==> config.mk <==
export PLATFORM = sky130hd
export DESIGN_NAME = credit_buf_top
export DESIGN_NICKNAME = d
export VERILOG_FILES = /design/src/logic/credit_buf_pkg.sv /design/src/logic/credit_buf_top.sv /design/src/logic/credit_egress.sv /design/src/logic/credit_ingress.sv /design/src/logic/ring_store.sv /design/src/logic/wrap_counter.sv
export SDC_FILE = /design/constraint.sdc
export NUM_CORES = 1
export LEC_CHECK = 0
export BUFFER_PORTS_ARGS = -buffer_cell sky130_fd_sc_hd__buf_2
export CORE_ASPECT_RATIO = 1.5
export CORE_MARGIN = 2
export CORE_UTILIZATION = 45
export CTS_BUF_LIST = sky130_fd_sc_hd__clkbuf_2 sky130_fd_sc_hd__clkbuf_4 sky130_fd_sc_hd__clkbuf_8
export CTS_CLUSTER_DIAMETER = 120
export DETAILED_ROUTE_END_ITERATION = 12
export GPL_TIMING_DRIVEN = 1
export PLACE_DENSITY_LB_ADDON = 0.12
export SYNTH_ARGS = -nofsm -noshare
export SYNTH_HDL_FRONTEND = slang
export SYNTH_SLANG_ARGS = --single-unit
==> constraint.sdc <==
create_clock -name clk -period 3.64 [get_ports clk]
set_clock_uncertainty 0.1 [all_clocks]
set_input_delay 0.182 -clock clk [delete_from_list [all_inputs] [get_ports clk]]
set_output_delay 0.182 -clock clk [all_outputs]
set_load 0.02 [all_outputs]
==> src/logic/credit_buf_pkg.sv <==
//--------------------------------------------------------------------------
// Link constants and beat types shared by the credit-controlled buffer
// Modules import it inside their bodies and use scoped names in headers
//--------------------------------------------------------------------------

package credit_buf_pkg;

  //--------------------------------------------------------------------------
  // Sizes
  //--------------------------------------------------------------------------

  // Payload width of one beat
  localparam int DATA_W = 16;

  // Ring depth, which also sets the upstream credit pool
  localparam int BUF_DEPTH = 6;

  // Pointers index 0 to BUF_DEPTH-1
  localparam int PTR_W = 3;

  // Counts run 0 to BUF_DEPTH inclusive
  localparam int CNT_W = 3;

  // Beats the sender may push in one cycle
  localparam int LANES = 2;

  // Holds a per-cycle beat count from 0 to LANES
  localparam int LANE_CNT_W = $clog2(LANES + 1);

  // Credits the egress owns toward downstream after reset or flush
  localparam int DOWN_CREDITS = 4;

  //--------------------------------------------------------------------------
  // Types
  //--------------------------------------------------------------------------

  // One beat on the link, last marks the end of a packet
  typedef struct packed {
    logic [DATA_W-1:0] data;
    logic              last;
  } beat_t;

  // One upstream cycle; lane 0 is taken before lane 1 and either may be idle
  typedef struct packed {
    logic [LANES-1:0]  valid;
    beat_t [LANES-1:0] lane;
  } push_t;

endpackage

==> src/logic/credit_buf_top.sv <==
//--------------------------------------------------------------------------
// Credit-controlled elastic buffer for one point-to-point link
// Upstream pushes up to two beats against credits, downstream takes one
//--------------------------------------------------------------------------
`timescale 1ns/1ps

module credit_buf_top (
  input  logic                  clk,
  input  logic                  rst_n,
  input  logic                  flush,
  input  credit_buf_pkg::push_t push,
  output logic                  credit_return,
  output logic                  out_valid,
  output credit_buf_pkg::beat_t out_beat,
  input  logic                  down_credit,
  output logic                  overrun
);

  import credit_buf_pkg::*;

  // Write request from ingress to store
  logic [LANE_CNT_W-1:0] wr_count;
  beat_t [LANES-1:0]     wr_beats;
  // Head of the store and the pop handshake with egress
  beat_t                 rd_beat;
  logic [CNT_W-1:0]      occupancy;
  logic                  rd_pop;

  credit_ingress u_credit_ingress (
    .clk      (clk),
    .rst_n    (rst_n),
    .flush    (flush),
    .push     (push),
    .occupancy(occupancy),
    .wr_count (wr_count),
    .wr_beats (wr_beats),
    .overrun  (overrun)
  );

  ring_store u_ring_store (
    .clk      (clk),
    .rst_n    (rst_n),
    .flush    (flush),
    .wr_count (wr_count),
    .wr_beats (wr_beats),
    .rd_pop   (rd_pop),
    .rd_beat  (rd_beat),
    .occupancy(occupancy)
  );

  credit_egress u_credit_egress (
    .clk          (clk),
    .rst_n        (rst_n),
    .flush        (flush),
    .rd_beat      (rd_beat),
    .occupancy    (occupancy),
    .down_credit  (down_credit),
    .rd_pop       (rd_pop),
    .out_valid    (out_valid),
    .out_beat     (out_beat),
    .credit_return(credit_return)
  );

endmodule

==> src/logic/credit_egress.sv <==
//--------------------------------------------------------------------------
// Downstream side of the buffer, pops the head while downstream credit lasts
// Each pop is registered to the output and returns one upstream credit
//--------------------------------------------------------------------------
`timescale 1ns/1ps

module credit_egress (
  input  logic                             clk,
  input  logic                             rst_n,
  input  logic                             flush,
  input  credit_buf_pkg::beat_t            rd_beat,
  input  logic [credit_buf_pkg::CNT_W-1:0] occupancy,
  input  logic                             down_credit,
  output logic                             rd_pop,
  output logic                             out_valid,
  output credit_buf_pkg::beat_t            out_beat,
  output logic                             credit_return
);

  import credit_buf_pkg::*;

  logic [CNT_W-1:0] down_cnt;

  // Pop needs a stored beat and a downstream credit; nothing leaves in the
  // flush cycle since the contents are being discarded
  assign rd_pop = !flush && (occupancy != '0) && (down_cnt != '0);

  //--------------------------------------------------------------------------
  // Downstream credit
  //--------------------------------------------------------------------------

  // A pop spends one credit and a down_credit pulse brings one back; both can
  // land on the same edge and cancel out
  always_ff @(posedge clk or negedge rst_n) begin
    if (!rst_n) begin
      down_cnt <= CNT_W'(DOWN_CREDITS);
    end else if (flush) begin
      down_cnt <= CNT_W'(DOWN_CREDITS);
    end else begin
      down_cnt <= down_cnt - CNT_W'(rd_pop) + CNT_W'(down_credit);
    end
  end

  //--------------------------------------------------------------------------
  // Output stage
  //--------------------------------------------------------------------------

  // out_valid is high the cycle after the pop edge
  always_ff @(posedge clk or negedge rst_n) begin
    if (!rst_n) begin
      out_valid <= 1'b0;
    end else begin
      out_valid <= rd_pop;
    end
  end

  // Payload only, loaded on a pop and left stale otherwise
  always_ff @(posedge clk) begin
    if (rd_pop) begin
      out_beat <= rd_beat;
    end
  end

  // One credit back upstream per pop, a single-cycle pulse after the pop edge
  always_ff @(posedge clk or negedge rst_n) begin
    if (!rst_n) begin
      credit_return <= 1'b0;
    end else begin
      credit_return <= rd_pop;
    end
  end

endmodule

==> src/logic/credit_ingress.sv <==
//--------------------------------------------------------------------------
// Upstream side of the buffer, turns a two-lane push into a compact write
// Also watches the sender's credit use and flags an overrun until flush
//--------------------------------------------------------------------------
`timescale 1ns/1ps

module credit_ingress (
  input  logic                                                 clk,
  input  logic                                                 rst_n,
  input  logic                                                 flush,
  input  credit_buf_pkg::push_t                                push,
  input  logic [credit_buf_pkg::CNT_W-1:0]                     occupancy,
  output logic [credit_buf_pkg::LANE_CNT_W-1:0]                wr_count,
  output credit_buf_pkg::beat_t [credit_buf_pkg::LANES-1:0]    wr_beats,
  output logic                                                 overrun
);

  import credit_buf_pkg::*;

  logic [LANE_CNT_W-1:0] lane_count;
  logic [CNT_W:0]        fill_after;
  logic                  over_limit;

  // Number of valid lanes this cycle, 0 to LANES
  always_comb begin
    lane_count = '0;
    for (int i = 0; i < LANES; i++) begin
      lane_count = lane_count + LANE_CNT_W'(push.valid[i]);
    end
  end

  // Slot 0 takes the first valid lane, so a lane-1-only push lands in slot 0
  // and the store only ever fills slots from the bottom
  assign wr_beats[0] = push.valid[0] ? push.lane[0] : push.lane[1];
  assign wr_beats[1] = push.lane[1];

  // A push in the flush cycle is dropped before it reaches the store
  assign wr_count = flush ? '0 : lane_count;

  //--------------------------------------------------------------------------
  // Credit check
  //--------------------------------------------------------------------------

  // Returned credits trail pops by a cycle, so the sender never owns more than
  // BUF_DEPTH minus the current occupancy; going past that means it cheated
  assign fill_after = {1'b0, occupancy} + (CNT_W + 1)'(lane_count);
  assign over_limit = fill_after > (CNT_W + 1)'(BUF_DEPTH);

  // Sticky error flag, only a flush clears it
  always_ff @(posedge clk or negedge rst_n) begin
    if (!rst_n) begin
      overrun <= 1'b0;
    end else if (flush) begin
      overrun <= 1'b0;
    end else if (over_limit) begin
      overrun <= 1'b1;
    end
  end

endmodule

==> src/logic/ring_store.sv <==
//--------------------------------------------------------------------------
// Six-entry ring taking up to two beats per cycle and giving one per pop
// Pointers and occupancy are wrapping counters, a flush reinits all three
//--------------------------------------------------------------------------
`timescale 1ns/1ps

module ring_store (
  input  logic                                              clk,
  input  logic                                              rst_n,
  input  logic                                              flush,
  input  logic [credit_buf_pkg::LANE_CNT_W-1:0]             wr_count,
  input  credit_buf_pkg::beat_t [credit_buf_pkg::LANES-1:0] wr_beats,
  input  logic                                              rd_pop,
  output credit_buf_pkg::beat_t                             rd_beat,
  output logic [credit_buf_pkg::CNT_W-1:0]                  occupancy
);

  import credit_buf_pkg::*;

  beat_t              mem [BUF_DEPTH];
  logic [PTR_W-1:0]   wr_ptr;
  logic [PTR_W-1:0]   wr_ptr_succ;
  logic [PTR_W-1:0]   rd_ptr;
  logic signed [CNT_W:0] occ_net;
  logic [CNT_W-1:0]   occ_incr;
  logic               occ_valid;

  //--------------------------------------------------------------------------
  // Pointers
  //--------------------------------------------------------------------------

  // Write pointer advances by the number of beats written, wrapping at 5
  wrap_counter #(.MAX_VALUE(BUF_DEPTH - 1), .MAX_INCR(LANES)) u_wr_ptr (
    .clk          (clk),
    .rst_n        (rst_n),
    .reinit       (flush),
    .initial_value('0),
    .incr_valid   (wr_count != '0),
    .incr         (wr_count),
    .value        (wr_ptr),
    .value_next   ()
  );

  wrap_counter #(.MAX_VALUE(BUF_DEPTH - 1), .MAX_INCR(1)) u_rd_ptr (
    .clk          (clk),
    .rst_n        (rst_n),
    .reinit       (flush),
    .initial_value('0),
    .incr_valid   (rd_pop),
    .incr         (1'b1),
    .value        (rd_ptr),
    .value_next   ()
  );

  // Slot 1 goes one entry past slot 0, with the same wrap at 5
  assign wr_ptr_succ = (wr_ptr == PTR_W'(BUF_DEPTH - 1)) ? '0 : wr_ptr + 1'b1;

  //--------------------------------------------------------------------------
  // Occupancy
  //--------------------------------------------------------------------------

  // Net change is -1 to +2; a pop with no write becomes +BUF_DEPTH, which is
  // -1 modulo BUF_DEPTH+1, so the up-only counter also steps down
  assign occ_net   = (CNT_W + 1)'(wr_count) - (CNT_W + 1)'(rd_pop);
  assign occ_incr  = occ_net[CNT_W] ? CNT_W'(BUF_DEPTH) : occ_net[CNT_W-1:0];
  assign occ_valid = (wr_count != '0) || rd_pop;

  wrap_counter #(.MAX_VALUE(BUF_DEPTH), .MAX_INCR(BUF_DEPTH)) u_occupancy (
    .clk          (clk),
    .rst_n        (rst_n),
    .reinit       (flush),
    .initial_value('0),
    .incr_valid   (occ_valid),
    .incr         (occ_incr),
    .value        (occupancy),
    .value_next   ()
  );

  //--------------------------------------------------------------------------
  // Storage
  //--------------------------------------------------------------------------

  // The ingress has already checked credits, so writes are never refused
  always_ff @(posedge clk) begin
    if (wr_count != '0) begin
      mem[wr_ptr] <= wr_beats[0];
    end
    if (wr_count == LANE_CNT_W'(LANES)) begin
      mem[wr_ptr_succ] <= wr_beats[1];
    end
  end

  // Head entry is always presented, valid whenever occupancy is nonzero
  assign rd_beat = mem[rd_ptr];

endmodule

==> src/logic/wrap_counter.sv <==
//--------------------------------------------------------------------------
// Counter with a variable increment that wraps at MAX_VALUE, any modulus
// Used for ring pointers and counts; reinit reloads the initial value
//--------------------------------------------------------------------------
`timescale 1ns/1ps

module wrap_counter #(
  parameter int MAX_VALUE = 1,
  parameter int MAX_INCR = 1,
  localparam int VALUE_W = $clog2(MAX_VALUE + 1),
  localparam int INCR_W = $clog2(MAX_INCR + 1)
) (
  input  logic               clk,
  input  logic               rst_n,
  input  logic               reinit,
  input  logic [VALUE_W-1:0] initial_value,
  input  logic               incr_valid,
  input  logic [INCR_W-1:0]  incr,
  output logic [VALUE_W-1:0] value,
  output logic [VALUE_W-1:0] value_next
);

  localparam int MODULUS = MAX_VALUE + 1;
  localparam bit IS_POW2 = (MODULUS & (MODULUS - 1)) == 0;
  // Wide enough for the largest unwrapped sum, MAX_VALUE plus MAX_INCR
  localparam int SUM_W = $clog2(MAX_VALUE + MAX_INCR + 1);

  logic [VALUE_W-1:0] base;
  logic [SUM_W-1:0]   sum;
  logic [VALUE_W-1:0] sum_wrapped;

  // A reinit restarts from the initial value, and an increment in the same
  // cycle is applied on top of it rather than on the old value
  assign base = reinit ? initial_value : value;
  assign sum  = SUM_W'(base) + SUM_W'(incr);

  if (IS_POW2) begin : gen_pow2
    // The modulus matches the register width, so dropping the carry wraps
    assign sum_wrapped = sum[VALUE_W-1:0];
  end else begin : gen_non_pow2
    logic [SUM_W-1:0] sum_minus_mod;

    // Both operands stay within range, so one subtraction is always enough
    assign sum_minus_mod = sum - SUM_W'(MODULUS);
    assign sum_wrapped = (sum > SUM_W'(MAX_VALUE)) ? sum_minus_mod[VALUE_W-1:0]
                                                   : sum[VALUE_W-1:0];
  end

  // Lookahead of the register, held at the base when nothing is added
  assign value_next = incr_valid ? sum_wrapped : base;

  always_ff @(posedge clk or negedge rst_n) begin
    if (!rst_n) begin
      value <= initial_value;
    end else if (incr_valid || reinit) begin
      value <= value_next;
    end
  end

endmodule

==> results.md <==
- CP Data Arrival Time: 3.37 ns
- DR iter-0 viols: 121
- Gr ovfl total: 0
- Buffers on Ports: 59
- Leakage: just under 3 nW
- Crit-path cells: nor3_1, nor3_4, ha_1, ha_1, nor2_1, ha_1, fa_1, ha_1, nand3b_1, nand3_1, a21oi_1, mux2_2
- Synth warnings: 0
- Max-slew headroom: 64.3%
- Fin crit share: 86.5%
- Setup bufs post-CTS: 0
- HP Class: in -> reg
- Clock period minus worst slack: about 3.1 ns
- Core region area: 15000 um2
- Routed len/inst: 20.6 um
- Final std cell area, no fill: 7860 um2
- Final hold viol count: 0
- Clock sinks: roughly 130
- Initial Util: a little under half
- Syn Area/Cell: 15.2 um2
- Nets: roughly 590
- Ports: 60
- Slowest stage delay, CP: 0.48 ns
- Peak VDD IR: 0.249 mV
- Routed Antenna Nets: 0
- Crit Path Class: reg -> reg
- Pin count of the biggest net entering global routing: 36
- Synth area leader: edfxtp_1
- Worst path slowest cell: fa_1
- Root Driver: clkbuf_8
- Achievable frequency: 0.318 GHz
- Clk buf depth: 2
- Total GRT Usage: roughly 20%
- HPWL Detailed: 9340 um
- Post-Route WL: 15200 um
- Synth unique cells: 44
- CP Max Fanout: 4
- Unrepaired setup endpoints after global routing: no
- Max-slew violations: 0
- Fraction of layout cells with a size suffix above 1: between 40% and 50%
- Crit path top cell by count: ha_1
- Clock-pin slew on the worst setup and hold paths: 0.08 ns
- Worst setup SP type: flop
- Diode count: 0
- # H-tree levels: 4
- FP Rows: 55
- Top cell type's share of synthesized area: 51.9%
- Status: completed
- CP delay by family, top: adder cells
- Least-Margin Pin Slew: about 0.54 ns
- Setup_tns: 0 ns
- Critical Path Sink Type: flop
- DIE WIDTH: 105 um
- Vias/cell: roughly 5.5
- Flops & latches, synth: 133
- Mapped Area: 6890 um2
- Ranking of synthesized cells by area: edfxtp_1 52%, mux2_2 15%, mux4_2 5.6%
- Syn Nets: 513
- Placed cell area: between 7000 and 8000 um2
- CP bufs+invs: 0
- Number of synthesized flops with an enable pin: ~120
- Clock Latency Late Sink: 0.43 ns
- Post-synthesis sequential area ratio: 57.0%
- Top flip-flop cell by instance count after synthesis: edfxtp_1
- Initial antenna violation count: 0
- Max-cap violations: 0
- DRC viols: 0
- First-pass GRT wire length: 24200 um
- First drt pass iteration count: 4
- Post-Synthesis Cells: 452
- Critical path required time: 3.86 ns
- Async S/R FF share, synth: 10.5%
- Vias in the first global route: ~4400
- Syn-to-layout area delta: 14.1%
- Die height: ~160 um
- Die area: 16300 um2
- Setup-failing EPs final: 0
- Routed vias: 4045
- CTS tree: yes
- Inserted Clock Buffers: 17
- Gpl congestion: 0.788
- Power per cell area: 541 nW/um2
-- report_power, final --
part	leakage [nW]	internal [mW]	total, mW	switching (mW)
clock network	0.180	0.599	1.19	0.592
logic	1.48	0.506	1.12	0.615
registers	1.27	1.86	1.94	0.0854
total	2.93	2.96	4.25	1.29
-- flip-flops by register name, indices dropped and copies added (netlist names) --
| name | count |
|---|---|
| u_ring_store.u_wr_ptr.value | 3 |
| u_credit_egress.out_beat | 17 |
| u_ring_store.u_occupancy.value | 3 |
| u_ring_store.u_rd_ptr.value | 3 |
| u_ring_store.mem | 102 |
| u_credit_egress.credit_return | 1 |
| u_credit_ingress.overrun | 1 |
| u_credit_egress.down_cnt | 3 |
-- metrics by stage --
step / total power, mW / worst slack, ns / hold slack (ns) / util [%] / instances
final: 4.25 / 0.492 / 0.0219 / 52.4 / 739
after CTS: 4.31 / 0.485 / 0.00307 / 52.4 / 739
after detailed placement: 3.11 / 0.503 / 0.00134 / 49.8 / 705
after floorplan: 2.78 / 0.215 / -0.214 / - / 452
after global routing: 4.48 / 0.298 / 0.0120 / 52.4 / 739
after global placement: 3.09 / 0.578 / 0.00201 / 49.8 / 705
-- cell type report --
| class | instances | area, um2 |
|---|---|---|
| Fill cell | 1346 | 7140 |
| Sequential cell | 133 | 3930 |
| Clock inverter | 15 | 138 |
| Inverter | 15 | 56.3 |
| Clock buffer | 17 | 234 |
| Multi-Input combinational cell | 281 | 2810 |
| Timing Repair Buffer | 79 | 450 |
| Tap cell | 199 | 249 |
-- cell usage after synthesis, types with 3 or more instances --
| library cell | n |
|---|---|
| a21oi_1 | 26 |
| buf_2 | 9 |
| buf_4 | 3 |
| clkbuf_1 | 8 |
| dfrtp_1 | 13 |
| edfxtp_1 | 119 |
| fa_1 | 4 |
| ha_1 | 17 |
| inv_1 | 15 |
| mux2_2 | 94 |
| mux2_4 | 10 |
| mux2i_1 | 19 |
| mux4_2 | 17 |
| nand2_1 | 7 |
| nand2b_1 | 9 |
| nand3b_1 | 5 |
| nor2_1 | 30 |
| nor2b_1 | 6 |
| nor3_1 | 5 |
| o21ai_0 | 3 |
| xnor2_1 | 6 |
-- path summary, 6_finish.rpt --
path                       depth (start not counted)                        start  slack [ns]                                end
setup / recovery                                  12  u_credit_egress.down_cnt[1]        0.49  u_ring_store.u_occupancy.value[1]
hold reg to reg                                    2     u_credit_ingress.overrun        0.45           u_credit_ingress.overrun
min in group asynchronous                          2                        rst_n        0.07  u_ring_store.u_occupancy.value[0]
setup reg to reg                                  12  u_credit_egress.down_cnt[1]        0.49  u_ring_store.u_occupancy.value[1]
max in group asynchronous                          2                        rst_n        3.09        u_credit_egress.down_cnt[2]
hold / removal                                     2                     push[30]        0.02            u_ring_store.mem[1][13]
-- cell families after synthesis --
family	count (synthesis)	synth area share [%]
flip-flops	133	57.0
AND/OR/NAND/NOR	72	5.34
buffers and inverters	38	2.74
AO/OA/AOI/OAI	41	3.91
XOR/XNOR	7	0.890
multiplexers	140	25.9
adder cells (fa/ha/maj)	21	4.25
-- worst reg2reg max path: stages (launching register included) --
cell and delay, ns:
dfrtp_1 0.41, nor3_1 0.41, nor3_4 0.09, ha_1 0.21
ha_1 0.20, nor2_1 0.09, ha_1 0.19, fa_1 0.48
ha_1 0.22, nand3b_1 0.15, nand3_1 0.14, a21oi_1 0.09
mux2_2 0.26
-- timing repair --
action	CTS	global route
gates resized for setup	0	0
hold buffers	2	0
hold endpoints to repair	15	0
-- metal layers --
layer | up-vias | track usage [%] | wire (um)
met5 | - | 0 | 0
met4 | 0 | 6.03 | 220
met3 | 19 | 3.77 | 653
met2 | 86 | 35.1 | 8000
met1 | 2062 | 24.2 | 6350
li1 | 1878 | - | -
-- cells in the final DEF (no fill, tap or decap), types with 2 or more instances in the layout --
master and count:
o21ai_4 2, dfrtp_1 12, clkinv_1 5, edfxtp_1 119, nand3_1 2, ha_1 17, o31ai_4 2, clkinvlp_4 3
dlygate4sd3_1 2, mux2_2 94, inv_6 2, mux4_2 17, fa_1 4, inv_1 15, nor2_1 30, or3_1 2
nand2_1 7, buf_2 59, nor3_1 3, xnor2_1 6, nand2b_1 9, a21oi_1 26, nand3b_1 5, nor2b_1 6
mux2i_1 19, clkbuf_8 17, mux2_4 10, nor3_2 2, bufinv_16 2, o21ai_0 3, buf_4 18, clkinv_2 2
No activity file was read; power rests on OpenSTA's default activity.
